==> config.mk <==
export PLATFORM = sky130hd
export DESIGN_NAME = intr_ctrl
export DESIGN_NICKNAME = d
export VERILOG_FILES = /design/src/bus_defs_pkg.sv /design/src/mem_defs_pkg.sv /design/src/intr_ctrl.sv
export SDC_FILE = /design/constraint.sdc
export NUM_CORES = 1
export LEC_CHECK = 0
export ABC_AREA = 1
export BUFFER_PORTS_ARGS = -buffer_cell sky130_fd_sc_hd__buf_2
export CAP_MARGIN = 20
export CORE_AREA = 2 2 39 41
export DETAILED_ROUTE_END_ITERATION = 10
export DIE_AREA = 0 0 41 43
export PLACE_DENSITY = 0.57
export SLEW_MARGIN = 40
export SYNTH_ARGS = -nofsm -noshare
export SYNTH_HDL_FRONTEND = slang
export SYNTH_SLANG_ARGS = --single-unit
export TNS_END_PERCENT = 1
==> constraint.sdc <==
create_clock -name clk -period 1.17 [get_ports clk]
set_clock_uncertainty 0.2 [all_clocks]
set_input_delay 0.0585 -clock clk [delete_from_list [all_inputs] [get_ports clk]]
set_output_delay 0.0585 -clock clk [all_outputs]
set_load 0.01 [all_outputs]
==> src/bus_defs_pkg.sv <==
// ----------------------------------------------------------------------
// CPU bus definitions for the video register block
//   byte, word and address types
//   register numbers of the host register map
//   bus event struct passed from the bus synchronizer
// ----------------------------------------------------------------------
package bus_defs_pkg;

    typedef logic [7:0]  byte_t;                // one bus byte
    typedef logic [15:0] word_t;                // one register word
    typedef logic [15:0] addr_t;                // memory address

    localparam logic [3:0] REG_SYS_CTRL = 4'd0;
    localparam logic [3:0] REG_INT_CTRL = 4'd1;
    localparam logic [3:0] REG_TIMER    = 4'd2;
    localparam logic [3:0] REG_RD_XADDR = 4'd3;
    localparam logic [3:0] REG_WR_XADDR = 4'd4;
    localparam logic [3:0] REG_XDATA    = 4'd5;
    localparam logic [3:0] REG_RD_INCR  = 4'd6;
    localparam logic [3:0] REG_RD_ADDR  = 4'd7;
    localparam logic [3:0] REG_WR_INCR  = 4'd8;
    localparam logic [3:0] REG_WR_ADDR  = 4'd9;
    localparam logic [3:0] REG_DATA     = 4'd10;  // 11 to 15 alias on reads

    typedef struct packed {
        logic       wr_stb;                     // one-cycle write event
        logic       rd_stb;                     // one-cycle read event
        logic [3:0] reg_num;
        logic       bytesel;                    // 0 even (high), 1 odd (low)
        byte_t      data;
    } bus_evt_t;

endpackage

==> src/mem_defs_pkg.sv <==
// ----------------------------------------------------------------------
// memory side definitions
//   VRAM and XR address widths, timer tick length
//   interrupt vector type
//   memory request struct shared by VRAM and XR blocks
// ----------------------------------------------------------------------
package mem_defs_pkg;

    localparam int VRAM_AW    = 8;            // 256 words
    localparam int XR_AW      = 4;            // 16 words
    localparam int TIMER_TICK = 8;            // clocks per timer count

    // bit 0 timer, bit 1 vertical blank
    typedef logic [6:0] intr_t;

    typedef struct packed {
        logic                vram_sel;
        logic                xr_sel;
        logic                wr;
        logic [3:0]          wrmask;          // VRAM nibble enables
        bus_defs_pkg::addr_t addr;
        bus_defs_pkg::word_t data;
    } mem_req_t;

endpackage

==> src/intr_ctrl.sv <==
// ----------------------------------------------------------------------
// interrupt controller
//   pending bits set by timer and vertical blank rise
//   CPU clear and mask, registered interrupt output
// ----------------------------------------------------------------------
`timescale 1ns/10ps

module intr_ctrl (
    input  logic                clk,
    input  logic                reset_i,
    input  logic                timer_intr_i,
    input  logic                v_blank_i,
    input  mem_defs_pkg::intr_t mask_i,
    input  mem_defs_pkg::intr_t clear_i,
    output mem_defs_pkg::intr_t status_o,
    output logic                intr_o
);
    import mem_defs_pkg::*;

    logic  v_blank_prev;
    intr_t set;

    assign set = {5'b0, v_blank_i & ~v_blank_prev, timer_intr_i};

    always_ff @(posedge clk) begin
        if (reset_i) begin
            v_blank_prev <= 1'b0;
            status_o     <= '0;
            intr_o       <= 1'b0;
        end else begin
            v_blank_prev <= v_blank_i;
            status_o     <= (status_o & ~clear_i) | set;   // set beats clear
            intr_o       <= |(status_o & mask_i);
        end
    end

endmodule

# Word level (Yosys, flattened, before mapping)
# Cells that the tools add are included.
[word_totals]
ff_bits = 9
input_bits = 18
word_cells = 10
[classes]
bitwise_logic = 6
reduce_logical = 1
[ops]
columns = ["cell", "count"]
rows = [
  ["7-bit AND", 2],
  ["7-bit inverter", 1],
  ["7-bit by 2-bit OR with 7-bit output", 1],
  ["7-bit OR reduction", 1],
  ["1-bit AND", 1],
  ["1-bit inverter", 1],
]

# Longest topological paths before layout
[depth]
depth_word = 3
depth_mapped = 4
mapped_depth_nobuf = 4

# Worst setup path before layout
# Ideal clock, no wire load.
[synth_timing]
path_kind = "reg2reg"
from = "register status_o[1]"
to = "register status_o[1]"
setup_time_ps = 62
t_arrival_ps = 663
slack_ps = 245
path_stages_with_launch = 5
period_less_slack_ps = 925
path_cell_list = "dfxtp_1 > inv_1 > o22ai_1 > inv_1 > nor2_2"
[synth_between]
elab_chain_len = 2
[synth_lines]
columns = ["element", "line_no", "text"]
rows = [
  ["from (decl)", "intr_ctrl.sv:15", "output mem_defs_pkg::intr_t status_o,"],
  ["from (signal assigned)", "intr_ctrl.sv:32", "status_o <= (status_o & ~clear_i) | set;"],
  ["7-bit AND", "intr_ctrl.sv:32", ""],
  ["7-bit by 2-bit OR with 7-bit output", "intr_ctrl.sv:32", ""],
]
# No other way between the ends.
# A chain may end at the register's enable or synchronous reset.

# Worst setup path in the final report
[layout_timing]
from = "input mask_i[5]"
to = "register intr_o"
[layout_between]
elab_chain_len = 2
[layout_lines]
columns = ["element", "line_no", "text"]
rows = [
  ["from (decl)", "intr_ctrl.sv:13", "input mem_defs_pkg::intr_t mask_i,"],
  ["7-bit AND", "intr_ctrl.sv:33", "intr_o <= |(status_o & mask_i);"],
  ["7-bit OR reduction", "intr_ctrl.sv:33", ""],
  ["to (signal assigned)", "intr_ctrl.sv:33", ""],
  ["to (decl)", "intr_ctrl.sv:16", "output logic intr_o"],
]
# No other way between the ends.

==> qor.yml <==
global_route:
  globalRouteTotalUtil_pct: 10.3
  grt_pass1_vias: 326
  congestion_overflow_gr: 0
  largest_net_degree_at_the_start_of_global_routing: 10
  antenna_found_initial: 0
  grt_first_pass_wirelength_um: 1240
outcome:
  status: "finished clean"
logic_synthesis:
  syn-num-nets: 56
  avgSynthCellArea_um2: 9.15
  ys.warnings.count: 0
  synth_compound_gate_area_share_pct: 4.68
  synthSimpleGateAreaFrac_pct: 34.9
  syn_inst: 38
  yosys.area_share.adder_pct: 0
  synth_top_area_share_pct: 51.8
  post_synth_instance_area_um2: 348
  combinational_family_with_the_most_area_after_synthesis: "simple AND/OR/NAND/NOR gates"
  synthXorXnorAreaFrac_pct: 0
  synth.ff_latch_count: 9
  synth.area.mux_share_pct: 0
  synth.area.top_cells: "sky130_fd_sc_hd__dfxtp_1, sky130_fd_sc_hd__nor3b_2, sky130_fd_sc_hd__nand2_1"
  post_synthesis_sequential_area_ratio_pct: 51.8
  post_synthesis_cell_type_count: 9
  synth.largest_area_cell: "sky130_fd_sc_hd__dfxtp_1"
routing:
  drt-vias-per-instance: 3.79
  antenna_violating_nets_post_route: 0
  dr_total_vias: 375
  drt_iter0_drc: 1
  wirelength_um: 842
  detailedRoute.firstPassIterationCount: 2
  wl_per_cell_um: 8.51
  drt_drc_violations_left: 0
clocking:
  cts_inserted_buffers: 3
  worst_setup_hold_path_clk_slew_ns: 0.06
  ctsRootBufferMaster: "sky130_fd_sc_hd__clkbuf_4"
  post_cts.resized_instances: 0
  tritoncts: "built"
  clock_latency_ns: 0.25
  numClockSinks: 9
  clockBufferDepth: 2
  deepest_level_of_the_cts_h_tree: 1
  hold_buffers: 17
  post-cts-setup-buffer-count: 0
placed_design:
  dp.final_hpwl_um: 535
  buffer_ports.inserted: 25
  globalplace.congestion: 0.610
final_layout:
  drive_gt1_share_pct: 41.0
  most_common_cell_after_layout_fill_and_taps_aside: "sky130_fd_sc_hd__buf_2"
  area_growth_syn_to_layout_pct: 95.0
  fin_nets: 102
  final_cell_mix: "sky130_fd_sc_hd__buf_2, sky130_fd_sc_hd__dlygate4sd3_1, sky130_fd_sc_hd__nand2_1"
  diodes: 0
power_and_ir_drop:
  totalPowerFinal_mw: 0.658
  power_leakage_nw: 0.345
  vdd_drop_max_uv: 563
  power_density_mw_per_mm2: 970
timing:
  worstMarginPinSlew_ns: 0.222
  timing.setup.tns_ns: 0
  setup_viol: 0
  fin_hold_ws_ns: 0.290
  unrepaired_setup_endpoints_after_global_routing: "no"
  drv_slew: 0
  hold_viol: 0
  timing.max_slew.rel_slack_pct: 85.2
  timing.fmax_mhz: 969
  period_share_pct: 88.2
  finalCriticalPeriod_ns: 1.03
worst_hold_path:
  classification_of_the_worst_slack_hold_path: "reg -> reg"
flow_run:
  number_of_max_cap_violations: 0
critical_path:
  start_kind: "input port"
  timing_worst_setup_path_type: "in -> reg"
  required_ns: 1.11
  timing.critical_path.fanout_max: 1
  worst_ep_arrival_time_ns: 0.97
  cp-end-kind: "flop"
floorplanning:
  dieWidth_um: 41
  floorplan.initialDensity_pct: 25.1
  placeableCoreArea_mm2: 0.00138
  die_area_mm2: 0.00176
  rows: 14
  pin_count: 26
  die-height_um: 43
registers in the layout, indices dropped and copies added (netlist names):
name	flops
status_o	7
intr_o	1
v_blank_prev	1
path summary, 6_finish.rpt:
check | startpoint | slack, ns | to | depth (start not counted)
max | mask_i[5] | 0.14 | intr_o$_SDFF_PP0_ | 6
min | v_blank_prev$_SDFF_PP0_ | 0.29 | status_o[1]$_SDFF_PP0_ | 3
max reg2reg | status_o[5]$_SDFF_PP0_ | 0.26 | intr_o$_SDFF_PP0_ | 4
min reg2reg | v_blank_prev$_SDFF_PP0_ | 0.29 | status_o[1]$_SDFF_PP0_ | 3
cells by family (layout without fill, tap and decap cells):
logic type	Yosys count	after routing
AOI/OAI and AO/OA	3	3
and+or+nand+nor	20	20
buffers and inverters	6	51
DFF	9	9
Yosys cell counts:
library cell / n
sky130_fd_sc_hd__a21oi_1: 2
sky130_fd_sc_hd__buf_6: 1
sky130_fd_sc_hd__dfxtp_1: 9
sky130_fd_sc_hd__inv_1: 5
sky130_fd_sc_hd__nand2_1: 10
sky130_fd_sc_hd__nor2_1: 4
sky130_fd_sc_hd__nor2_2: 1
sky130_fd_sc_hd__nor3b_2: 5
sky130_fd_sc_hd__o22ai_1: 1
worst max-delay path: stages:
cell and delay [ns]:
sky130_fd_sc_hd__dlygate4sd3_1 0.52, sky130_fd_sc_hd__buf_2 0.11, sky130_fd_sc_hd__nand2_1 0.05, sky130_fd_sc_hd__nand2_1 0.05, sky130_fd_sc_hd__nor2_1 0.11, sky130_fd_sc_hd__a21oi_1 0.07
routing by layer:
layer	share of wire, %	global-route usage, %	vias to the layer above	wire (µm)
li1	-	-	207	-
met1	42	12.1	151	354
met2	48	15.9	17	408
met3	9.3	2.62	0	78
met4	0	6.00	0	0
met5	0	0	-	0
area by class of cell:
class,instances,area [µm²]
inverters,5,18.8
flip-flops and latches,9,180
repair buffers,42,295
clock buffers,4,26.3
fillers,145,706
well taps,16,20.0
multi-input cells,23,138
where the power goes:
group	internal [mW]	switching (mW)	total (mW)	leakage, nW
logic	0.0678	0.0346	0.102	0.257
clock network	0.131	0.106	0.237	0.0150
registers	0.315	0.00376	0.318	0.0735
stage by stage:
stage               setup slack (ns)  utilization (%)  cell area (µm²)  instances
floorplan                      0.245                -              348         38
detailed placement             0.266             34.8              482         78
global placement               0.275             34.8              482         78
finish                         0.138             49.0              678         99
CTS                            0.137             49.0              678         99
global route                  0.0557             49.0              678         99
Note: power is estimated with default switching activity, not from simulation.
