--- config.mk ---
export PLATFORM = sky130hd
export DESIGN_NAME = vram_mem
export DESIGN_NICKNAME = d
export VERILOG_FILES = /design/src/bus_defs_pkg.sv /design/src/mem_defs_pkg.sv /design/src/vram_mem.sv
export SDC_FILE = /design/constraint.sdc
export NUM_CORES = 2
export LEC_CHECK = 0
export BUFFER_PORTS_ARGS = -buffer_cell sky130_fd_sc_hd__buf_2
export CAP_MARGIN = 20
export CORE_MARGIN = 1.5
export CORE_UTILIZATION = 45
export DETAILED_ROUTE_END_ITERATION = 7
export GPL_TIMING_DRIVEN = 0
export PLACE_DENSITY = 0.58
export SYNTH_ARGS = -nofsm -noshare
export SYNTH_HDL_FRONTEND = slang
export SYNTH_SLANG_ARGS = --single-unit
--- constraint.sdc ---
create_clock -name clk -period 6.9 [get_ports clk]
set_input_delay 0.69 -clock clk [delete_from_list [all_inputs] [get_ports clk]]
set_output_delay 0.69 -clock clk [all_outputs]
set_load 0.05 [all_outputs]
--- src/bus_defs_pkg.sv ---
// ----------------------------------------------------------------------
// CPU bus definitions for the video register block
//   byte, word and address types
//   register numbers of the host register map
//   bus event struct passed from the bus synchronizer
// ----------------------------------------------------------------------
package bus_defs_pkg;

    typedef logic [7:0]  byte_t;                // one bus byte
    typedef logic [15:0] word_t;                // one register word
    typedef logic [15:0] addr_t;                // memory address

    localparam logic [3:0] REG_SYS_CTRL = 4'd0;
    localparam logic [3:0] REG_INT_CTRL = 4'd1;
    localparam logic [3:0] REG_TIMER    = 4'd2;
    localparam logic [3:0] REG_RD_XADDR = 4'd3;
    localparam logic [3:0] REG_WR_XADDR = 4'd4;
    localparam logic [3:0] REG_XDATA    = 4'd5;
    localparam logic [3:0] REG_RD_INCR  = 4'd6;
    localparam logic [3:0] REG_RD_ADDR  = 4'd7;
    localparam logic [3:0] REG_WR_INCR  = 4'd8;
    localparam logic [3:0] REG_WR_ADDR  = 4'd9;
    localparam logic [3:0] REG_DATA     = 4'd10;  // 11 to 15 alias on reads

    typedef struct packed {
        logic       wr_stb;                     // one-cycle write event
        logic       rd_stb;                     // one-cycle read event
        logic [3:0] reg_num;
        logic       bytesel;                    // 0 even (high), 1 odd (low)
        byte_t      data;
    } bus_evt_t;

endpackage

--- src/mem_defs_pkg.sv ---
// ----------------------------------------------------------------------
// memory side definitions
//   VRAM and XR address widths, timer tick length
//   interrupt vector type
//   memory request struct shared by VRAM and XR blocks
// ----------------------------------------------------------------------
package mem_defs_pkg;

    localparam int VRAM_AW    = 8;            // 256 words
    localparam int XR_AW      = 4;            // 16 words
    localparam int TIMER_TICK = 8;            // clocks per timer count

    // bit 0 timer, bit 1 vertical blank
    typedef logic [6:0] intr_t;

    typedef struct packed {
        logic                vram_sel;
        logic                xr_sel;
        logic                wr;
        logic [3:0]          wrmask;          // VRAM nibble enables
        bus_defs_pkg::addr_t addr;
        bus_defs_pkg::word_t data;
    } mem_req_t;

endpackage

--- src/vram_mem.sv ---
// ----------------------------------------------------------------------
// video RAM
//   256 words with nibble write enables
//   registered read word and one-cycle ack per access
// ----------------------------------------------------------------------
`timescale 1ns/10ps

module vram_mem (
    input  logic                   clk,
    input  logic                   reset_i,
    input  mem_defs_pkg::mem_req_t req_i,
    output logic                   ack_o,
    output bus_defs_pkg::word_t    rdata_o
);
    import bus_defs_pkg::*;
    import mem_defs_pkg::*;

    word_t              mem [2**VRAM_AW];
    logic [VRAM_AW-1:0] addr;
    logic               start;

    assign addr  = req_i.addr[VRAM_AW-1:0];
    assign start = req_i.vram_sel & ~ack_o;     // select still high while acking

    always_ff @(posedge clk) begin
        if (reset_i) ack_o <= 1'b0;
        else         ack_o <= start;
    end

    always_ff @(posedge clk) begin
        if (start) begin
            rdata_o <= mem[addr];
            if (req_i.wr) begin
                for (int i = 0; i < 4; i++) begin
                    if (req_i.wrmask[i]) mem[addr][i*4 +: 4] <= req_i.data[i*4 +: 4];
                end
            end
        end
    end

endmodule

* Word level (Yosys, flattened, before mapping) *
Memories as Yosys holds them, arrays and structs flattened. A register that Yosys moved wholly into a read port is not among the register bits.
Cells that the tools add are included.

word-level totals
  memories = 1
  output and inout port bits = 17
  flip-flop bits (word level) = 1
  logic and storage cells = 20
  memory bits (writable) = 4096

memories
  memory  words  width  read ports  clocked after Yosys merged registers in  write ports  RTL line        source
  mem     256    16     1           1                                        1            vram_mem.sv:18  word_t mem [2**VRAM_AW];

cells by class
  multiplexer cells = 16
  bitwise gates (word level) = 2

operators by type and width
  operator          count
  2-to-1 mux 1 bit  16
  AND 1 bit         1
  inverter 1 bit    1

* Depth between registers and ports, before layout *
  word-level depth = 4
  mapped depth = 9
  depth with buffers taken out = 5

* Least setup slack after synthesis *
Ideal clock, no wire load.

  path type = input to register
  start = input port req_i[38] (netlist bit)
  end = memory mem[117][10] (netlist bit), enable pin
  library setup time = 329 ps
  setup slack = 3606 ps
  arrival time = 2965 ps
  stages = 7
  cell sequence = nor2b_1 and3_1 clkbuf_1 buf_1 nand2_1 clkbuf_1 nor2_1

between the ends
  cells in the longest elaborated chain, start to end = 3

ends and longest elaborated chain
  what                                    RTL line        source
  from (decl)                             vram_mem.sv:11  input mem_defs_pkg::mem_req_t req_i,
  AND 1 bit                               vram_mem.sv:23  assign start = req_i.vram_sel & ~ack_o;
  2-to-1 mux 1 bit                        vram_mem.sv:31  if (start) begin
  2-to-1 mux 1 bit (implied by the code)  vram_mem.sv:35  if (req_i.wrmask[i]) mem[addr][i*4 +: 4] <= req_i.data[i*4 +: 4];
  to (decl)                               vram_mem.sv:18

No other way between the ends.

* Worst setup path after layout *
  start = register ack_o
  end = memory mem[68][8] (netlist bit), enable pin

between the ends
  cells in the longest elaborated chain, start to end = 4

ends and longest elaborated chain
  what                                    RTL line        source
  from (decl)                             vram_mem.sv:12  output logic ack_o,
  from (signal assigned)                  vram_mem.sv:27  else ack_o <= start;
  inverter 1 bit                          vram_mem.sv:23
  AND 1 bit                               vram_mem.sv:23
  named net start                         vram_mem.sv:20  logic start;
  2-to-1 mux 1 bit                        vram_mem.sv:31
  2-to-1 mux 1 bit (implied by the code)  vram_mem.sv:35

The timed path passes the listed nets, and every way through them passes these cells.

==> results by group <==
Clock tree
  • Clk slew on worst S/H paths: ~0.070 ns
  • Clock Latency Late Sink: 1.00 ns
  • Clock sinks: between 4000 and 5000
  • CTS Root Cell: clkbuf_16
  • CTS Buffer Depth: 4
  • CTS buffer count: between 400 and 500
  • H-tree depth: 5
  • TritonCTS clock tree: built

Synthesis
  • Ys Warns: 0
  • Register area share after synthesis: 0.776
  • Simple-gate share of the synthesized area: 0.0290
  • Synth Cell Area: 0.159 mm²
  • Syn Nets: roughly 7800
  • Post-Synth Adder-Cell Area: 0
  • Synth cell types: 22
  • Syn avg cell area: 20.6 µm²
  • Xor and xnor area share after synthesis: 0
  • Cells after Synth: 7721
  • Share of the synthesized area in the top cell type: 0.776
  • Synth top area cells: edfxtp_1, mux4_2, nor2_1, a22oi_1, clkbuf_1
  • Main combinational cell family by area after synthesis: multiplexers
  • Yosys reg bits: 4113
  • Synth area leader: edfxtp_1
  • Compound-Gate Fraction of Synth Area: 0.0357
  • Mux cell area share after synthesis: 0.145

Placement
  • DP HPWL: a little under 400000 µm
  • Cell Area, Placed: 0.169 mm²
  • I/O Buffers: 46
  • DP Worst Slack: 0.899 ns
  • Cells after DPL: 12700
  • Gpl congestion: between 0.9 and 1

Floorplanning
  • Die Y-Extent: between 500 and 600 µm
  • FP Rows: 218
  • Starting Density: 0.452
  • IO Count: between 50 and 60
  • Die Area: 0.357 mm²
  • Die W: roughly 600 µm
  • Core area: around 0.35 mm²

STA
  • Final hold viol count: 0
  • Setup Skew: slightly below 0.09 ns
  • Actual slew at the worst max-slew pin: 1.37 ns
  • Period utilisation layout: 0.780
  • RSZ-0062 raised after global routing: no
  • Final worst slack: between 1.5 and 2 ns
  • Slew HR: 0.0736
  • Setup TNS: 0 ns
  • Fmax: approximately 190 MHz
  • Final Setup Violations: 0
  • Slew Viols, Final: 0
  • Final min period: roughly 5.4 ns

Power
  • Power Density: 289 mW/mm²
  • Max VDD drop: roughly 0.21 mV
  • Leak: around 55 nW
  • Total power: about 53 mW

Hold path
  • Worst min-delay path endpoint: mem[15][3]
  • WHS Path Cells: 1
  • Worst hold-check path type: input port to register
  • Min-delay src: req_i[3]

Run
  • MaxCap Viol Count: 0

Global routing
  • Gr usage total: 0.308
  • Vias in the first global route: 85100
  • Largest net degree at the start of global routing: between 100 and 150
  • Grt ovf: 0
  • Antenna violations before repair: 75
  • First-pass GRT wire length: 734000 µm

Detailed routing
  • Drt drc: 0
  • WL/cell: between 40 and 50 µm
  • Routed Wire Length: roughly 550000 µm
  • Iteration-0 DRC Markers: 15300
  • Drt pass-1 iters: 8
  • Via count: between 80000 and 90000
  • ANT nets after route: 0
  • Via density: ~6.5

Final layout
  • Nets: 8390
  • Post-Layout Inst Area: around 0.18 mm²
  • Non-filler cells, final: around 14000
  • Area growth, synth to finish: 14.5%
  • Layout cells sized above 1: 0.236

Critical path
  • Delay of the slowest critical-path stage: 0.93 ns
  • CP bufs+invs: 4
  • Setup crit end kind: register
  • Worst r2r path cells: 8
  • CP required: 7.53 ns
  • RR Startpoint: ack_o
  • Class of the most critical setup path: register to register
  • Worst R2R End: mem[68][8]
  • CP max stage cell: buf_1
  • CP max FO: 16
  • Critical Path AT: 6.01 ns
  • Cell class contributing the biggest share of worst-path delay: buffers and inverters
  • Worst R2R Setup Slack: around 1.5 ns
  • CP Cell Sequence: nor2b_4, buf_16, and3_1, clkbuf_1, buf_1, nand2_1, buf_2, nor2_1
  • CP startpoint kind: register

Outcome
  • Outcome: finished clean
## sequential cells by signal (all words and copies together), names as in the netlist
| register | count |
|---|---|
| ack_o | 1 |
| mem | 4096 |
| rdata_o | 16 |
## synth_stat cells
master and count:
edfxtp_1 4112, nor2_1 1039, mux4_2 1024, a22oi_1 512
clkbuf_1 386, a21oi_1 256, nand2_1 102, buf_2 92
o41ai_1 64, buf_1 42, buf_4 27, nand4_1 16
nor2b_1 10, buf_6 8, nand3_1 8, and3_1 7
nand2b_1 6, nor3_1 5, and2_1 2, dfxtp_1 1
or2_1 1, or2_2 1
## through the flow
stage	hold WS, ns	utilization
3_3_place_gp	0.852	0.469
3_5_place_dp	0.662	0.479
2_1_floorplan	0.762	-
4_1_cts	0.00717	0.517
5_1_grt	0.0431	0.517
6_report	0.0615	0.518
## cell usage in the layout, fill, tap and decap left out, types with 16 or more instances in the layout
cell type	count
clkinv_2	72
clkinvlp_4	28
buf_8	43
buf_1	40
buf_2	145
a22oi_1	512
a21oi_1	256
o41ai_1	48
mux4_2	1024
buf_4	39
nand4_1	16
nand2_1	102
clkbuf_2	69
diode_2	85
buf_16	52
nor2_1	1039
clkbuf_1	383
buf_12	48
edfxtp_1	4112
clkbuf_16	413
bufinv_16	41
clkinv_1	88
o41ai_2	16
## how the worst max path moves through the flow
stage,start,endpoint,slack [ns],cells after the start
3_5_place_dp,req_i[17],rdata_o[6],0.90,9
3_3_place_gp,req_i[38],mem[249][6],-1.71,7
4_1_cts,ack_o,mem[68][8],1.82,8
2_1_floorplan,req_i[38],mem[117][10],3.61,7
6_report,ack_o,mem[68][8],1.52,8
5_1_grt,ack_o,mem[100][9],1.75,8
## report_power, final
group          switching, mW  leakage, nW  internal [mW]  total (mW)
Clock                   9.87         6.43           12.6        22.4
Sequential           0.00423         37.0           27.5        27.5
Combinational           2.00         11.6          0.850        2.85
## per-layer routing
layer  vias up  track usage  routed length (µm)
met5         -      0.00120                 646
met3      1213       0.0931               72100
met4        40        0.160               32500
met2      6416        0.462              250000
met1     46300        0.407              198000
li1      33300            -                   -
## timing repair
item                      4_1_cts  5_1_grt
setup buffers                   0        0
resized for setup               0        0
hold buffers                    3        0
hold endpoints to repair       15        0
## final cells by class
class / instances / area (µm²)
Fill cell: 27800 / 170000
Sequential cell: 4113 / 123000
Multi-Input combinational cell: 3053 / 33500
Clock buffer: 485 / 10600
Tap cell: 4730 / 5920
Timing Repair Buffer: 214 / 3470
Clock inverter: 265 / 2710
Buffer: 555 / 2470
Antenna cell: 85 / 213
## kinds of logic (layout without fill, tap and decap cells)
family          after synthesis  after routing
mux                        1024           1024
simple gates               1197           1197
other cells                   0             85
flops                      4113           4113
buf+inv                     555           1519
compound gates              832            832
Power figures use the tool's default switching activity.
