===== src/bus_defs_pkg.sv =====
// ----------------------------------------------------------------------
// CPU bus definitions for the video register block
//   byte, word and address types
//   register numbers of the host register map
//   bus event struct passed from the bus synchronizer
// ----------------------------------------------------------------------
package bus_defs_pkg;

    typedef logic [7:0]  byte_t;                // one bus byte
    typedef logic [15:0] word_t;                // one register word
    typedef logic [15:0] addr_t;                // memory address

    localparam logic [3:0] REG_SYS_CTRL = 4'd0;
    localparam logic [3:0] REG_INT_CTRL = 4'd1;
    localparam logic [3:0] REG_TIMER    = 4'd2;
    localparam logic [3:0] REG_RD_XADDR = 4'd3;
    localparam logic [3:0] REG_WR_XADDR = 4'd4;
    localparam logic [3:0] REG_XDATA    = 4'd5;
    localparam logic [3:0] REG_RD_INCR  = 4'd6;
    localparam logic [3:0] REG_RD_ADDR  = 4'd7;
    localparam logic [3:0] REG_WR_INCR  = 4'd8;
    localparam logic [3:0] REG_WR_ADDR  = 4'd9;
    localparam logic [3:0] REG_DATA     = 4'd10;  // 11 to 15 alias on reads

    typedef struct packed {
        logic       wr_stb;                     // one-cycle write event
        logic       rd_stb;                     // one-cycle read event
        logic [3:0] reg_num;
        logic       bytesel;                    // 0 even (high), 1 odd (low)
        byte_t      data;
    } bus_evt_t;

endpackage


===== src/bus_sync.sv =====
// ----------------------------------------------------------------------
// CPU bus synchronizer
//   double-flops the asynchronous bus pins
//   turns the chip-select falling edge into one-cycle read or write
//   events with register number, byte select and data
// ----------------------------------------------------------------------
`timescale 1ns/10ps

module bus_sync (
    input  logic                   clk,
    input  logic                   reset_i,
    input  logic                   bus_cs_n_i,
    input  logic                   bus_rd_nwr_i,
    input  logic [3:0]             bus_reg_num_i,
    input  logic                   bus_bytesel_i,
    input  bus_defs_pkg::byte_t    bus_data_i,
    output bus_defs_pkg::bus_evt_t evt_o
);
    import bus_defs_pkg::*;

    logic       cs_n_meta, cs_n_sync, cs_n_prev;
    logic       rd_nwr_meta, rd_nwr_sync;
    logic       bytesel_meta, bytesel_sync;
    logic [3:0] reg_num_meta, reg_num_sync;
    byte_t      data_meta, data_sync;
    logic       cs_fall;

    assign cs_fall = cs_n_prev & ~cs_n_sync;

    always_ff @(posedge clk) begin
        if (reset_i) begin
            cs_n_meta <= 1'b1;                  // idle high so no false edge
            cs_n_sync <= 1'b1;
            cs_n_prev <= 1'b1;
        end else begin
            cs_n_meta <= bus_cs_n_i;
            cs_n_sync <= cs_n_meta;
            cs_n_prev <= cs_n_sync;
        end
    end

    always_ff @(posedge clk) begin
        rd_nwr_meta  <= bus_rd_nwr_i;
        rd_nwr_sync  <= rd_nwr_meta;
        bytesel_meta <= bus_bytesel_i;
        bytesel_sync <= bytesel_meta;
        reg_num_meta <= bus_reg_num_i;
        reg_num_sync <= reg_num_meta;
        data_meta    <= bus_data_i;
        data_sync    <= data_meta;
    end

    always_ff @(posedge clk) begin
        if (reset_i) begin
            evt_o.wr_stb <= 1'b0;
            evt_o.rd_stb <= 1'b0;
        end else begin
            evt_o.wr_stb <= cs_fall & ~rd_nwr_sync;
            evt_o.rd_stb <= cs_fall & rd_nwr_sync;
        end
        if (cs_fall) begin                      // held until the next access
            evt_o.reg_num <= reg_num_sync;
            evt_o.bytesel <= bytesel_sync;
            evt_o.data    <= data_sync;
        end
    end

endmodule


===== config.mk =====
export PLATFORM = sky130hd
export DESIGN_NAME = bus_sync
export DESIGN_NICKNAME = d
export VERILOG_FILES = /design/src/bus_defs_pkg.sv /design/src/bus_sync.sv
export SDC_FILE = /design/constraint.sdc
export NUM_CORES = 1
export LEC_CHECK = 0
export CAP_MARGIN = 20
export CORE_MARGIN = 2
export CORE_UTILIZATION = 45
export CTS_BUF_LIST = sky130_fd_sc_hd__clkbuf_16
export DETAILED_ROUTE_END_ITERATION = 12
export DONT_BUFFER_PORTS = 1
export GPL_ROUTABILITY_DRIVEN = 0
export PLACE_DENSITY_LB_ADDON = 0.1
export SLEW_MARGIN = 0
export SYNTH_ARGS = -nofsm -noshare
export SYNTH_HDL_FRONTEND = slang
export SYNTH_SLANG_ARGS = --single-unit
export TNS_END_PERCENT = 20

===== constraint.sdc =====
create_clock -name clk -period 1.4 [get_ports clk]
set_input_delay 0.14 -clock clk [delete_from_list [all_inputs] [get_ports clk]]
set_output_delay 0.14 -clock clk [all_outputs]
set_load 0.01 [all_outputs]

=== Yosys cells after proc, flatten, opt, wreduce, memory -nomap -nowiden ===
Cells that the tools add are included.
Widths: inputs -> output; s select.

* Register bits: 46
* Output and inout bits: 15

* Bitwise operators: 5

{| class="wikitable"
|+ Operators by type and width
! operator !! count
|-
| $and 1x1->1 || 3
|-
| $not 1->1 || 2
|}

=== Longest topological paths before layout ===
Gate-level depths: netlist (run 1).

* Depth after elaboration: 3
* Gate-level depth with buffers: 1
* Mapped depth without buffers: 1

=== Least setup slack after synthesis (run 1) ===
No wires, ideal clock.

* Path type: flip-flop to flip-flop
* Start point: register cs_n_prev
* End point: register evt_o[0] (netlist bit) (enable)
* Data arrival time: 951 ps
* Required time: 1,016 ps
* Slack: 65 ps
* Cell stages (with the launch flop): 2
* Period minus slack after synthesis: 1,335 ps
* Cells stage by stage: dfxtp_1 > nor2b_1

* Longest elaborated chain between the ends: 1

{| class="wikitable"
|+ Ends and longest elaborated chain
! element !! line !! source
|-
| from (decl) || bus_sync.sv:21 || <nowiki>logic cs_n_meta, cs_n_sync, cs_n_prev;</nowiki>
|-
| from (signal assigned) || bus_sync.sv:38 || <nowiki>cs_n_prev <= cs_n_sync;</nowiki>
|-
| $and 1x1->1 || bus_sync.sv:28 || <nowiki>assign cs_fall = cs_n_prev & ~cs_n_sync;</nowiki>
|-
| named net cs_fall || bus_sync.sv:26 || <nowiki>logic cs_fall;</nowiki>
|-
| to (decl) || bus_sync.sv:17 || <nowiki>output bus_defs_pkg::bus_evt_t evt_o</nowiki>
|}

The timed path passes the listed nets, and every way through them passes these cells.
A chain may end at the register's enable or synchronous reset.

=== Worst setup path after layout (run 1) ===
* Start point: register cs_n_prev
* End point: register evt_o[11] (netlist bit) (enable)

Same word-level chain as after synthesis.

==> results of run 1 <==
[layout make-up]
type                       instances  share of cell area [%]
multi-input combinational          6                    3.64
tap                               28                    2.43
clock inverter                     3                   0.781
sequential                        46                    72.9
clock buffer                       5                    8.67
timing repair buffer              17                    11.6
[Yosys cell counts]
library cell | count | area, um^2
and4bb_2 | 1 | 12.5
dfxtp_1 | 33 | 661
edfxtp_1 | 13 | 390
nor2b_1 | 1 | 6.26
nor4b_2 | 1 | 15.0
or2_2 | 3 | 18.8
[worst paths after layout]
check,startpoint,end,slack (ns),cells after the start
worst min-delay path,reset_i,evt_o[13],0.14,1
worst max register to register,cs_n_prev,evt_o[11],0.42,2
worst max-delay path,cs_n_prev,evt_o[11],0.42,2
worst min register to register,data_meta[7],data_sync[7],0.32,0
[per-layer routing]
metal	track usage, %	wire length (um)	up-vias
li1	-	-	222
met1	9.39	473	205
met2	20.6	771	22
met3	5.08	74	8
met4	11.5	51	0
met5	0	0	-
[report_power, final]
part	switching [mW]	internal (mW)	total, mW
Sequential	0.0226	1.43	1.45
Combinational	0.0127	0.0351	0.0478
Clock	0.400	0.639	1.04
[cell families (layout without fill, tap and decap cells)]
| family | count (synthesis) | in the layout | synth area share, % |
|---|---|---|---|
| buf+inv | 0 | 25 | 0 |
| simple gates | 6 | 6 | 4.76 |
| flops | 46 | 46 | 95.2 |
[worst reg2reg max path: stages, from the launching register on]
cell,delay [ns]
dfxtp_1,0.33
nor2b_1,0.13
buf_4,0.21
[sequential cells by signal, summed over array words and instances, names as in the netlist]
signal	cells
evt_o	15
cs_n_sync	1
data_sync	8
cs_n_prev	1
reg_num_sync	4
cs_n_meta	1
data_meta	8
rd_nwr_meta	1
bytesel_sync	1
bytesel_meta	1
reg_num_meta	4
rd_nwr_sync	1
[cell usage in the layout (no fill, tap or decap), drive strengths merged]
cell type    netlist  routed
nor4b              1       1
inv                0       3
clkbuf             0       5
dlygate4sd3        0      16
or2                3       3
edfxtp            13      13
dfxtp             33      33
and4bb             1       1
nor2b              1       1
buf                0       1
[through the flow]
stage / utilization (%) / std cells / instance area, um^2 / power [mW] / worst slack, ns
final: 63.4 / 105 / 1440 / 2.54 / 0.419
after global routing: 63.4 / 105 / 1440 / 2.63 / 0.359
after CTS: 63.4 / 105 / 1440 / 2.56 / 0.409
after detailed placement: 50.4 / 81 / 1150 / 1.49 / 0.420
after global placement: 50.4 / 81 / 1150 / 1.49 / 0.449
after floorplan: - / 52 / 1100 / 1.48 / 0.0651
==> flow_summary.toml, run 1 <==
[logic_synthesis]
syn_inst = 52
syn_nets = 69
yosysWarnings = 0
ys_ff_latch = 46
ys_seq_area_share_pct = 95.2
synth.distinct_cells = 6
syn_avg_cell_area_um2 = 21.2
syn_area_mm2 = 0.00110

[setup_path]
required_ns = 1.37
critPathArrivalTime_ns = 0.95
crit_path_start_kind = "flip-flop"
cp_num_buf_inv = 1
path_delay_family = "flip-flops"
critical_path_class = "flip-flop to flip-flop"
end_kind = "flip-flop"
max_stage_delay_ns = 0.33
crit_path_max_fanout = 13
crit_slowest_cell = "dfxtp_1"
cp_cell_sequence = "nor2b_1 > buf_4"

[layout]
diodes = 0
multi_input_area_um2 = 52.6
regArea_mm2 = 0.00105
fin_nets = 93
drive_gt1_share_pct = 14.3
fillers = 165
area_delta_synth_final_pct = 30.7

[job]
max_cap_viol_count = 0

[placement]
portBuffers = 0
hpwl_um = 870

[detailed_routing]
first_iter_violations = 5
route.detailed.drc = 0
wl_um = 1370
routedWlPerCell_um = 13.1
drtPass1Iterations = 3
num_vias = 457
vias_per_cell = 4.35
ant_nets = 0

[timing]
worstMarginPinSlew_ns = 0.176
period_needed_ns = 0.981
drv_slew = 0
fmax_ghz = 1.02
worst_hold_slack_ns = 0.140
rsz0062_at_grt = "false"
relSlewSlack_pct = 88.3
finalHoldViolCount = 0
skew_ns = 0.00390
tns_ns = 0
setup_violations = 0
period_share_pct = 70.1

[grt]
gr-total-overflow = 0
antenna_found_initial = 0
grt_pass1_wl_um = 2010
grt_use_total_pct = 11.8
grt_start_max_net_pins = 14
grt_pass1_vias = 468

[power]
p_leak_nw = 0.561
powerDensity_mw_per_mm2 = 1760
max-vdd-ir-drop_mv = 1.36

[worst_hold_path]
hp-class = "input pin to flip-flop"

[clock_tree]
clkLatencyLatePin_ns = 0.27
ctsResizeCount = 0
clock-sinks = 46
cts_tree = "yes"
root_buffer = "clkbuf_16"
clkTransAtPathRegs_ns = 0.05
cts_hold_buf = 16
post_cts_buffers = 0
clk_path_buf_depth = 2
numCtsBuffers = 5
h-tree-depth = 2

[die]
rows = 17
start_util_pct = 48.5
die_x_um = 53.5
fp.dieH_um = 53.5
core-area_mm2 = 0.00228
dieArea_mm2 = 0.00286
io-pin-count = 32

[status]
outcome = "finished clean"
(Power assumes the default switching activity.)
==> run 2: changes to the inputs <==
Settings changed: ABC_AREA set to 1.
Clock period 1.4 ns to 0.99 ns, I/O delays scaled along.
==> run 2 against run 1 <==
  * Critical path type unchanged
  * Global-route usage decreased by 1.2 points
  * Via count rose by 2.6%
  * Synthesized cell count grew 12%
  * Highest routed layer unchanged
  * Clock power up 42%
  * Fmax rose by 6.5%
  * Non-clock buffer count did not move
  * Utilization up 0.99 points
  * Sequential share of layout area fell by 1.0 points
  * Die area unchanged
  * Hold slack better by 0.18 ns
  * Critical path depth grew 1
==> flow_summary.toml, run 2 <==
[timing]
fmax_ghz = 1.09
period_needed_ns = 0.921
drv_slew = 0
setup_violations = 0
rsz0062_at_grt = "false"
worst_hold_slack_ns = 0.324
relSlewSlack_pct = 90.3
finalHoldViolCount = 0
tns_ns = 0
skew_ns = 0.00243
finalWorstSetupSlack_ns = 0.0687
period_share_pct = 93.1
worstMarginPinSlew_ns = 0.146

[logic_synthesis]
syn_nets = 75
syn_inst = 58
yosysTopAreaCell = "dfxtp_1"
synth_top_cell_area_share_pct = 59.9
ys_seq_area_share_pct = 95.2
syn_area_mm2 = 0.00110
netlist_top_cells_count = "33 x dfxtp_1, 13 x edfxtp_1, 3 x inv_1, 3 x nor2_1"
synthXorXnorAreaFrac_pct = 0
synth-simple-area-share_pct = 3.40
synthTopCellsByArea = "dfxtp_1 60%, edfxtp_1 35%, or2_1 1.1%, inv_1 1.0%, nor2_1 1.0%"
synth_top_family_by_area = "simple AND/OR/NAND/NOR gates"
async_flop_share_pct = 0
synth-compound-area-share_pct = 0
yosysWarnings = 0
syn_avg_cell_area_um2 = 19.0
synth-edff-count = 13
synth.distinct_cells = 8
synthMuxAreaShare_pct = 0
ys_ff_latch = 46
yosys.area_share.adder_pct = 0
synth.most_common_cell = "dfxtp_1"
synthFlopType = "dfxtp_1"

[placement]
dpl_worst_slack_ns = 0.0267
postPlaceCellArea_mm2 = 0.00117
portBuffers = 0
hpwl_um = 711

[setup_path]
critical_path_class = "flip-flop to flip-flop"
crit_path_start_kind = "flip-flop"
crit_path_max_fanout = 13
end_kind = "flip-flop"
max_stage_delay_ns = 0.34
path_delay_family = "flip-flops"
required_ns = 0.97
critPathArrivalTime_ns = 0.91
cp_num_buf_inv = 2
crit_slowest_cell = "dfxtp_2"
cp_cell_sequence = "inv_1 > nor2_4 > buf_12"

[die]
fp.dieH_um = 53.5
core-area_mm2 = 0.00228
die_x_um = 53.5
start_util_pct = 48.5
dieArea_mm2 = 0.00286
rows = 17
io-pin-count = 32

[detailed_routing]
num_vias = 469
route.detailed.drc = 0
wl_um = 1230
vias_per_cell = 4.23
drtPass1Iterations = 1
ant_nets = 0
routedWlPerCell_um = 11.1
first_iter_violations = 0

[power]
p_int_mw = 2.98
max-vdd-ir-drop_mv = 1.81
p_leak_nw = 0.590
p_clk_share_pct = 41.0
comb_power_share_pct = 2.1
power_switching_mw = 0.622
powerDensity_mw_per_mm2 = 2460
power_frac_seq_pct = 56.9
swShare_pct = 17.2

[job]
max_cap_viol_count = 0

[clock_tree]
clkLatencyLatePin_ns = 0.27
post_cts_buffers = 0
clock-sinks = 46
clkTransAtPathRegs_ns = 0.05
numCtsBuffers = 5
h-tree-depth = 2
cts_tree = "yes"
clk_path_buf_depth = 2
root_buffer = "clkbuf_16"

[grt]
gr-total-overflow = 0
grt_pass1_vias = 443
grt_start_max_net_pins = 14
antenna_found_initial = 0
grt_pass1_wl_um = 1860
grt_use_total_pct = 10.6

[layout]
mostFrequentLayoutCell = "dfxtp_1"
drive_gt1_share_pct = 13.3
fin_nets = 99
mostFrequentLayoutCells = "32 x dfxtp_1, 16 x dlygate4sd3_1, 13 x edfxtp_1"
area_delta_synth_final_pct = 32.8
reg_top3 = "evt_o (15), data_meta (8), data_sync (8)"
diodes = 0
largest_reg_flops = 15
fin_area_mm2 = 0.00147
top_register = "evt_o"

[worst_hold_path]
hp-class = "flip-flop to flip-flop"

[status]
outcome = "finished clean"
run 2: cell types whose count changed in the layout (fill, tap and decap cells not counted), moves of 2 or more:
cell	change
nor2_1	+2
or2_2	-3
nand2_1	+2
or2_1	+2
run 2: per-stage QoR:
stage | std cells | util (%) | total power [mW]
after floorplan | 58 | - | 2.10
after global placement | 87 | 51.2 | 2.11
after detailed placement | 87 | 51.2 | 2.12
after CTS | 111 | 64.3 | 3.65
after global routing | 111 | 64.4 | 3.73
final | 111 | 64.4 | 3.61
run 2: path summary, 6_finish.rpt:
path	startpoint	to	slack [ns]	cells after the start
worst max-delay path	cs_n_prev	evt_o[8]	0.07	3
worst min-delay path	data_meta[1]	data_sync[1]	0.32	0
worst max register to register	cs_n_prev	evt_o[8]	0.07	3
worst min register to register	data_meta[1]	data_sync[1]	0.32	0
run 2: power by group through the flow:
stage	Combinational, mW	Sequential [mW]	Clock [mW]
detailed placement	0.0262	2.09	0
CTS	0.0753	2.05	1.53
global placement	0.0258	2.09	0
finish	0.0754	2.05	1.48
floorplan	0.0160	2.08	0
global route	0.0825	2.06	1.59
run 2: per-layer routing:
layer	up-vias	global-route usage [%]	share of wire [%]
li1	233	-	-
met1	215	8.50	37
met2	19	18.1	58
met3	2	5.93	3.6
met4	0	8.97	1.3
met5	-	0	0
run 2: kinds of logic (layout without fill, tap and decap cells):
| family | after synthesis | count (layout) |
|---|---|---|
| buf+inv | 4 | 29 |
| simple gates | 8 | 8 |
| flops | 46 | 46 |
run 2: area by class of cell:
cell class	count	area, um^2
flip-flops and latches	46	1050
fillers	158	811
repair buffers	17	180
clock buffers	5	125
multi-input cells	8	45.0
well taps	28	35.0
inverters	4	15.0
clock inverters	3	12.5
run 2: timing repair:
item,CTS,global route
gates resized for setup,0,1
hold buffers,16,0
setup endpoints to repair,0,13
hold endpoints to repair,17,0
