File: config.mk
export PLATFORM = sky130hd
export DESIGN_NAME = reg_ctrl
export DESIGN_NICKNAME = d
export VERILOG_FILES = /design/src/bus_defs_pkg.sv /design/src/mem_defs_pkg.sv /design/src/reg_ctrl.sv
export SDC_FILE = /design/constraint.sdc
export NUM_CORES = 1
export LEC_CHECK = 0
export BUFFER_PORTS_ARGS = -buffer_cell sky130_fd_sc_hd__buf_2
export CORE_UTILIZATION = 46
export CTS_CLUSTER_SIZE = 14
export DETAILED_ROUTE_END_ITERATION = 7
export PLACE_DENSITY_LB_ADDON = 0.08
export SLEW_MARGIN = 20
export SYNTH_ARGS = -nofsm -noshare
export SYNTH_HDL_FRONTEND = slang
export SYNTH_SLANG_ARGS = --single-unit
export TNS_END_PERCENT = 50
File: constraint.sdc
create_clock -name clk -period 3.2 [get_ports clk]
set_clock_uncertainty 0.15 [all_clocks]
set_input_delay 0.64 -clock clk [delete_from_list [all_inputs] [get_ports clk]]
set_output_delay 0.64 -clock clk [all_outputs]
set_load 0.02 [all_outputs]
File: src/bus_defs_pkg.sv
// ----------------------------------------------------------------------
// CPU bus definitions for the video register block
//   byte, word and address types
//   register numbers of the host register map
//   bus event struct passed from the bus synchronizer
// ----------------------------------------------------------------------
package bus_defs_pkg;

    typedef logic [7:0]  byte_t;                // one bus byte
    typedef logic [15:0] word_t;                // one register word
    typedef logic [15:0] addr_t;                // memory address

    localparam logic [3:0] REG_SYS_CTRL = 4'd0;
    localparam logic [3:0] REG_INT_CTRL = 4'd1;
    localparam logic [3:0] REG_TIMER    = 4'd2;
    localparam logic [3:0] REG_RD_XADDR = 4'd3;
    localparam logic [3:0] REG_WR_XADDR = 4'd4;
    localparam logic [3:0] REG_XDATA    = 4'd5;
    localparam logic [3:0] REG_RD_INCR  = 4'd6;
    localparam logic [3:0] REG_RD_ADDR  = 4'd7;
    localparam logic [3:0] REG_WR_INCR  = 4'd8;
    localparam logic [3:0] REG_WR_ADDR  = 4'd9;
    localparam logic [3:0] REG_DATA     = 4'd10;  // 11 to 15 alias on reads

    typedef struct packed {
        logic       wr_stb;                     // one-cycle write event
        logic       rd_stb;                     // one-cycle read event
        logic [3:0] reg_num;
        logic       bytesel;                    // 0 even (high), 1 odd (low)
        byte_t      data;
    } bus_evt_t;

endpackage

File: src/mem_defs_pkg.sv
// ----------------------------------------------------------------------
// memory side definitions
//   VRAM and XR address widths, timer tick length
//   interrupt vector type
//   memory request struct shared by VRAM and XR blocks
// ----------------------------------------------------------------------
package mem_defs_pkg;

    localparam int VRAM_AW    = 8;            // 256 words
    localparam int XR_AW      = 4;            // 16 words
    localparam int TIMER_TICK = 8;            // clocks per timer count

    // bit 0 timer, bit 1 vertical blank
    typedef logic [6:0] intr_t;

    typedef struct packed {
        logic                vram_sel;
        logic                xr_sel;
        logic                wr;
        logic [3:0]          wrmask;          // VRAM nibble enables
        bus_defs_pkg::addr_t addr;
        bus_defs_pkg::word_t data;
    } mem_req_t;

endpackage

File: src/reg_ctrl.sv
// ----------------------------------------------------------------------
// host register control
//   address, increment, compare and mask registers
//   VRAM and XR requests with read prefetch, address update on ack
//   timer low byte latch and read data mux
// ----------------------------------------------------------------------
`timescale 1ns/10ps

module reg_ctrl (
    input  logic                   clk,
    input  logic                   reset_i,
    input  bus_defs_pkg::bus_evt_t evt_i,
    output bus_defs_pkg::byte_t    bus_data_o,
    output mem_defs_pkg::mem_req_t mem_req_o,
    input  logic                   vram_ack_i,
    input  logic                   xr_ack_i,
    input  bus_defs_pkg::word_t    vram_rdata_i,
    input  bus_defs_pkg::word_t    xr_rdata_i,
    input  logic                   v_blank_i,
    input  bus_defs_pkg::word_t    timer_count_i,
    output bus_defs_pkg::word_t    timer_cmp_o,
    output mem_defs_pkg::intr_t    intr_mask_o,
    output mem_defs_pkg::intr_t    intr_clear_o,
    input  mem_defs_pkg::intr_t    intr_status_i
);
    import bus_defs_pkg::*;

    addr_t rd_xaddr, wr_xaddr;
    addr_t rd_addr, wr_addr;
    word_t rd_incr, wr_incr;
    word_t xdata, data;                         // last words read from XR and VRAM
    byte_t xdata_even, data_even;               // even bytes waiting for the odd one
    byte_t timer_lo;
    logic  vram_rd, xr_rd;                      // read outstanding
    logic  mem_wait;
    word_t rd_word;

    assign mem_wait = mem_req_o.wr | vram_rd | xr_rd;

    always_comb begin
        case (evt_i.reg_num)
            REG_SYS_CTRL: rd_word = {mem_wait, 4'b0, v_blank_i, 6'b0, mem_req_o.wrmask};
            REG_INT_CTRL: rd_word = {1'b0, intr_mask_o, 1'b0, intr_status_i};
            REG_TIMER:    rd_word = {timer_count_i[15:8], timer_lo};
            REG_RD_XADDR: rd_word = rd_xaddr;
            REG_WR_XADDR: rd_word = wr_xaddr;
            REG_XDATA:    rd_word = xdata;
            REG_RD_INCR:  rd_word = rd_incr;
            REG_RD_ADDR:  rd_word = rd_addr;
            REG_WR_INCR:  rd_word = wr_incr;
            REG_WR_ADDR:  rd_word = wr_addr;
            default:      rd_word = data;
        endcase
    end

    assign bus_data_o = evt_i.bytesel ? rd_word[7:0] : rd_word[15:8];

    always_ff @(posedge clk) begin
        if (reset_i) begin
            mem_req_o        <= '0;
            mem_req_o.wrmask <= 4'hF;
            vram_rd          <= 1'b0;
            xr_rd            <= 1'b0;
            rd_xaddr         <= '0;
            wr_xaddr         <= '0;
            rd_addr          <= '0;
            wr_addr          <= '0;
            rd_incr          <= '0;
            wr_incr          <= '0;
            timer_cmp_o      <= 16'hFFFF;
            intr_mask_o      <= '0;
            intr_clear_o     <= '0;
            xdata            <= '0;
            data             <= '0;
            xdata_even       <= '0;
            data_even        <= '0;
            timer_lo         <= '0;
        end else begin
            intr_clear_o <= '0;

            if (vram_ack_i) begin
                if (vram_rd) begin
                    data    <= vram_rdata_i;
                    rd_addr <= rd_addr + rd_incr;
                end
                if (mem_req_o.wr) begin
                    wr_addr <= wr_addr + wr_incr;
                end
                mem_req_o.vram_sel <= 1'b0;
                mem_req_o.wr       <= 1'b0;
                vram_rd            <= 1'b0;
            end

            if (xr_ack_i) begin
                if (xr_rd) begin
                    xdata    <= xr_rdata_i;
                    rd_xaddr <= rd_xaddr + 16'd1;
                end
                if (mem_req_o.wr) begin
                    wr_xaddr <= wr_xaddr + 16'd1;
                end
                mem_req_o.xr_sel <= 1'b0;
                mem_req_o.wr     <= 1'b0;
                xr_rd            <= 1'b0;
            end

            // register writes come after the acks so a new request wins
            if (evt_i.wr_stb) begin
                case (evt_i.reg_num)
                    REG_SYS_CTRL: begin
                        if (evt_i.bytesel) mem_req_o.wrmask <= evt_i.data[3:0];
                    end
                    REG_INT_CTRL: begin
                        if (!evt_i.bytesel) intr_mask_o <= evt_i.data[6:0];
                        else                intr_clear_o <= evt_i.data[6:0];
                    end
                    REG_TIMER: begin
                        if (!evt_i.bytesel) timer_cmp_o[15:8] <= evt_i.data;
                        else                timer_cmp_o[7:0]  <= evt_i.data;
                    end
                    REG_RD_XADDR: begin
                        if (!evt_i.bytesel) begin
                            rd_xaddr[15:8] <= evt_i.data;
                        end else begin
                            rd_xaddr[7:0]    <= evt_i.data;
                            mem_req_o.xr_sel <= 1'b1;       // prefetch from new address
                            mem_req_o.wr     <= 1'b0;
                            mem_req_o.addr   <= {rd_xaddr[15:8], evt_i.data};
                            xr_rd            <= 1'b1;
                        end
                    end
                    REG_WR_XADDR: begin
                        if (!evt_i.bytesel) wr_xaddr[15:8] <= evt_i.data;
                        else                wr_xaddr[7:0]  <= evt_i.data;
                    end
                    REG_XDATA: begin
                        if (!evt_i.bytesel) begin
                            xdata_even <= evt_i.data;
                        end else begin
                            mem_req_o.xr_sel <= 1'b1;
                            mem_req_o.wr     <= 1'b1;
                            mem_req_o.addr   <= wr_xaddr;
                            mem_req_o.data   <= {xdata_even, evt_i.data};
                        end
                    end
                    REG_RD_INCR: begin
                        if (!evt_i.bytesel) rd_incr[15:8] <= evt_i.data;
                        else                rd_incr[7:0]  <= evt_i.data;
                    end
                    REG_RD_ADDR: begin
                        if (!evt_i.bytesel) begin
                            rd_addr[15:8] <= evt_i.data;
                        end else begin
                            rd_addr[7:0]       <= evt_i.data;
                            mem_req_o.vram_sel <= 1'b1;     // prefetch from new address
                            mem_req_o.wr       <= 1'b0;
                            mem_req_o.addr     <= {rd_addr[15:8], evt_i.data};
                            vram_rd            <= 1'b1;
                        end
                    end
                    REG_WR_INCR: begin
                        if (!evt_i.bytesel) wr_incr[15:8] <= evt_i.data;
                        else                wr_incr[7:0]  <= evt_i.data;
                    end
                    REG_WR_ADDR: begin
                        if (!evt_i.bytesel) wr_addr[15:8] <= evt_i.data;
                        else                wr_addr[7:0]  <= evt_i.data;
                    end
                    REG_DATA: begin
                        if (!evt_i.bytesel) begin
                            data_even <= evt_i.data;
                        end else begin
                            mem_req_o.vram_sel <= 1'b1;
                            mem_req_o.wr       <= 1'b1;
                            mem_req_o.addr     <= wr_addr;
                            mem_req_o.data     <= {data_even, evt_i.data};
                        end
                    end
                    default: begin                          // 11 to 15 ignore writes
                    end
                endcase
            end

            if (evt_i.rd_stb) begin
                if (!evt_i.bytesel) begin
                    timer_lo <= timer_count_i[7:0];         // stable low byte for next read
                end else if (evt_i.reg_num == REG_XDATA) begin
                    mem_req_o.xr_sel <= 1'b1;               // next XR word
                    mem_req_o.wr     <= 1'b0;
                    mem_req_o.addr   <= rd_xaddr;
                    xr_rd            <= 1'b1;
                end else if (evt_i.reg_num == REG_DATA) begin
                    mem_req_o.vram_sel <= 1'b1;             // next VRAM word
                    mem_req_o.wr       <= 1'b0;
                    mem_req_o.addr     <= rd_addr;
                    vram_rd            <= 1'b1;
                end
            end
        end
    end

endmodule

## Word level (Yosys, flattened, before mapping)

Index checks and enable logic that the tools add are counted.

| operators by class | value |
|---|---|
| $add $sub $neg | 4 |
| eq/ne operators | 12 |
| muxes and demuxes | 72 |
| bitwise gates (word level) | 5 |
| reductions and logical operators | 18 |

Operators with widths:

| cell | number |
|---|---|
| two-way mux 16 bit | 22 |
| one-hot mux 16 bit (10 select lines) | 1 |
| two-way mux 8 bit | 9 |
| two-way mux 32 bit | 2 |
| one-hot mux 16 bit (4 select lines) | 1 |
| two-way mux 39 bit | 1 |
| adder 16 x 1 -> 16 bit, second input constant | 2 |
| adder 16 bit | 2 |
| one-hot mux 16 bit (2 select lines) | 1 |
| AND reduction 3 bit | 10 |
| two-way mux 1 bit | 26 |
| equality test 4 x 3 -> 1 bit, second input constant | 4 |
| equality test 4 bit, second input constant | 3 |
| equality test 4 x 2 -> 1 bit, second input constant | 2 |
| two-way mux 4 bit | 2 |
| two-way mux 2 bit | 3 |
| two-way mux 3 bit | 2 |
| AND reduction 2 bit | 3 |
| equality test 4 x 1 -> 1 bit, second input constant | 1 |
| zero test 4 bit | 1 |
| != test 2 bit, second input constant | 2 |
| one-hot mux 1 bit (4 select lines) | 1 |
| AND reduction 4 bit | 1 |
| OR reduction 4 bit | 1 |
| other kinds (5) | 8 |

| storage, ports and cells | value |
|---|---|
| flip-flop bits (word level) | 223 |
| input bits | 75 |

## Depth between registers and ports, before layout

| logic depth | value |
|---|---|
| depth after elaboration | 9 |
| depth in mapped cells | 10 |
| gate-level depth less buffers | 9 |

## Least setup slack after synthesis

OpenSTA, ideal clock, no wires.

| timing | value |
|---|---|
| kind | input to output |
| start | input port evt_i[12] (netlist bit) |
| end | output port bus_data_o[0] |
| arrival time | 2,245 ps |
| slack | 165 ps |
| stages | 9 |
| path buffers | 3 |
| cell sequence | buf_4 nand2b_1 buf_6 nor2_4 clkbuf_1 a21oi_1 nand4_1 o21ai_0 o21ai_0 |

| between the ends | value |
|---|---|
| longest elaborated chain between the ends | 3 |

Ends and longest elaborated chain:

| element | line | text |
|---|---|---|
| from (decl) | reg_ctrl.sv:12 | `input bus_defs_pkg::bus_evt_t evt_i,` |
| equality test 4 bit, or another cell as far along | reg_ctrl.sv:41 | `case (evt_i.reg_num)` |
| one-hot mux 16 bit (10 select lines) * | reg_ctrl.sv:41 |  |
| two-way mux 8 bit * | reg_ctrl.sv:56 | `assign bus_data_o = evt_i.bytesel ? rd_word[7:0] : rd_word[15:8];` |
| to (decl) | reg_ctrl.sv:13 | `output bus_defs_pkg::byte_t bus_data_o,` |

Every way passes the cells marked *; elsewhere a longest branch is shown, timed or not.

## Worst setup path in the final report

| timing | value |
|---|---|
| start | input port evt_i[9] (netlist bit) |
| end | output port bus_data_o[1] |

Same word-level chain as after synthesis.

==> impl_metrics.env <==
export IMPL_cp_arrival_ns=2.36
export IMPL_worst_path_dominant_cell_family="simple AND/OR/NAND/NOR gates"
export IMPL_dpl_cell_count=1969
export IMPL_clock_sinks=223
export IMPL_die_h_um=163.3
export IMPL_syn_area_mm2=0.01197
export IMPL_tritoncts="built"
export IMPL_viasPerCell=6.047
export IMPL_clockBufferDepth=3
export IMPL_cp_end_kind="output port"
export IMPL_final_setup_viol_count=0
export IMPL_pwr_density_cell_mw_per_mm2=460.8
export IMPL_syn_inst=1512
export IMPL_hp_class="in -> reg"
export IMPL_core_area_mm2=0.02533
export IMPL_drt_pass1_iterations=7
export IMPL_row_count=58
export IMPL_cp_required_ns=2.41
export IMPL_vdd_drop_max_mv=0.3884
export IMPL_grt_pass1_wl_um=67640
export IMPL_grt_ovfl_total=0
export IMPL_die_area_mm2=0.02666
export IMPL_synth_warnings=0
export IMPL_post_route_util_pct=56.95
export IMPL_final_area_mm2=0.01442
export IMPL_numCtsBuffers=26
export IMPL_max_cap_violations=0
export IMPL_status="finished, final reports clean"
export IMPL_busiest_layer="met2"
export IMPL_ctsHoldBuffers=0
export IMPL_synth_seq_cells=223
export IMPL_wl_um=44920
export IMPL_hold_ws_ns=0.1888
export IMPL_fin_crit_ns=3.145
export IMPL_post_drt_wl_per_cell_um=22.25
export IMPL_crit_path_top_delay_cell="or2_2"
export IMPL_grt_start_max_net_pins=73
export IMPL_crit_path_max_incr_delay_ns=0.39
export IMPL_nets=1777
export IMPL_cts_root_buffer="clkbuf_16"
export IMPL_p_leak_nw=5.496
export IMPL_finalHoldViolCount=0
export IMPL_drt_iter0_markers=1395
export IMPL_route_detailed_drc=0
export IMPL_place_congestion=1.006
export IMPL_synth_area_per_cell_um2=7.914
export IMPL_slew_violations=0
export IMPL_critPathLaunchType="input port"
export IMPL_global_route_usage_met3_pct=3.682
export IMPL_grtUsageMet1_pct=48.81
export IMPL_grt_pass1_vias=10902
export IMPL_total_power_mw=6.645
export IMPL_fin_cells=2019
export IMPL_synth_ff_type="dfxtp_1"
export IMPL_synth_edff_count=0
export IMPL_cp_cell_sequence="buf_2, nand2_1, or2_2, nor2_1, a21oi_2, nand4_1, o21ai_0, o21ai_0, buf_4, buf_2"
export IMPL_worstSkewPairLatency_ns=0.54
export IMPL_critical_path_class="in -> out"
export IMPL_synth_cell_types=71
export IMPL_fp_dieW_um=163.3
export IMPL_layout_drive_gt1_share_pct=19.25
export IMPL_dp_hpwl_um=32500
export IMPL_relSlewSlack_pct=36.81
export IMPL_antenna_found_initial=0
export IMPL_placed_area_mm2=0.01337
export IMPL_syn_num_nets=1621
export IMPL_use_met2_pct=50.94
export IMPL_initial_utilization_pct=47.24
export IMPL_via_count=12209
export IMPL_worstMarginPinSlew_ns=0.9455
export IMPL_crit_fanout=9
export IMPL_h_tree_depth=1
export IMPL_ant_nets=0
export IMPL_yosysSeqAreaShare_pct=37.31
export IMPL_area_growth_pct=20.54
export IMPL_fillCellCount=2429
export IMPL_clk_pin_slew_ns=0.06
export IMPL_io_buffers=151
export IMPL_async_flop_share_pct=0
export IMPL_max_clock_freq_mhz=318.0
export IMPL_fin_crit_sh_pct=98.28
export IMPL_crit_buf_inv=3
export IMPL_io_pins=152
export IMPL_track_usage_pct=33.49
-- cell type report --
type	instances	area (um2)	share of cell area [%]
antenna	1	2.502	0.01735
clock buffer	37	783.3	5.431
clock inverter	11	143.9	0.9977
inverter	12	45.04	0.3123
multi-input combinational	1166	7064	48.98
sequential	223	4464	30.95
tap	330	412.9	2.863
timing repair buffer	239	1506	10.44
-- registers in the layout, indices dropped and copies added (netlist names) --
register	flops
data	16
data_even	8
intr_clear_o	7
intr_mask_o	7
mem_req_o	39
rd_addr	16
rd_incr	16
rd_xaddr	16
timer_cmp_o	16
timer_lo	8
vram_rd	1
wr_addr	16
wr_incr	16
wr_xaddr	16
xdata	16
xdata_even	8
xr_rd	1
-- synthesized netlist by cell type, types with 6 or more instances --
cell type / instances / share of area, %
nand2_1: 319 / 10
dfxtp_1: 223 / 37
a21oi_1: 156 / 6.5
nor2_1: 123 / 3.9
clkbuf_1: 65 / 2.0
a211oi_1: 55 / 3.5
nand3_1: 45 / 1.9
o21ai_0: 42 / 1.8
mux2i_1: 35 / 2.9
ha_1: 32 / 3.3
a221oi_1: 28 / 2.0
buf_2: 28 / 1.2
xor2_1: 28 / 2.0
a22oi_1: 27 / 1.7
xnor2_1: 24 / 1.8
o211ai_1: 23 / 1.4
a311oi_1: 16 / 1.2
a211o_1: 15 / 1.1
a22o_1: 14 / 1.0
and2_1: 13 / 0.68
nand4_1: 13 / 0.68
nor2b_1: 13 / 0.68
a21o_1: 12 / 0.75
and3_1: 12 / 0.63
inv_1: 12 / 0.38
nor3_1: 11 / 0.46
a222oi_1: 10 / 0.84
nand3b_1: 10 / 0.63
a31oi_1: 9 / 0.47
buf_4: 9 / 0.56
o21ai_1: 6 / 0.25
-- metal layers --
layer,up-vias,wire (um)
met5,-,0
met3,85,3781
li1,5756,-
met4,0,1569
met2,634,19420
met1,5734,20150
-- worst paths after layout --
kind / startpoint / to / slack (ns) / depth (start not counted)
max: evt_i[9] / bus_data_o[1] / 0.05 / 10
min: timer_count_i[4] / timer_lo[4] / 0.19 / 3
max reg2reg: wr_addr[1] / wr_addr[15] / 0.46 / 8
min reg2reg: mem_req_o[6] / mem_req_o[6] / 0.30 / 2
-- worst register-to-register path, delay by kind of cell, from the launching register on --
| kind | cells | cell delay [ns] |
|---|---|---|
| AND/OR/NAND/NOR | 1 | 0.06 |
| flip-flops | 1 | 0.53 |
| multiplexers | 1 | 0.22 |
| adder cells (fa/ha/maj) | 1 | 0.31 |
| AO/OA/AOI/OAI | 5 | 1.35 |
-- logic make-up after synthesis --
family | synth area share, %
DFF | 37.31
xor gates and xnor gates | 3.806
AOI/OAI and AO/OA | 24.86
muxes | 3.210
adders and majority gates | 3.681
buffers and inverters | 4.580
and+or+nand+nor | 22.56
-- report_power, final --
group | internal [mW] | leakage, nW | switching, mW
clock network | 1.95 | 0.451 | 1.25
registers | 2.82 | 1.80 | 0.0424
logic | 0.201 | 3.24 | 0.386
total | 4.96 | 5.50 | 1.68
-- stage by stage --
stage	TNS [ns]	worst slack, ns
floorplan	0	0.1649
global placement	-0.04390	-0.04390
detailed placement	-0.04947	-0.02322
CTS	0	0.008034
global route	-0.00001066	-0.00001066
finish	0	0.05497
-- layout by cell type, fill, tap and decap left out, drive strengths merged, types with 15 or more instances in the layout --
cell type / n
a221oi: 28
o211ai: 23
nand2: 319
a211o: 15
clkbuf: 38
a22oi: 27
buf: 238
xor2: 28
a311oi: 16
nor3: 17
a21oi: 157
dfxtp: 223
a211oi: 55
o21ai: 48
nor2: 127
ha: 32
nand3: 45
xnor2: 24
mux2i: 35
-- repair_timing --
item                       CTS  global route
hold endpoints to repair     0             0
pin swaps                    0             2
gates resized for setup      3            24
cloned                       0             0
setup buffers                0             1
setup endpoints to repair    4             8
(Power assumes the default switching activity.)
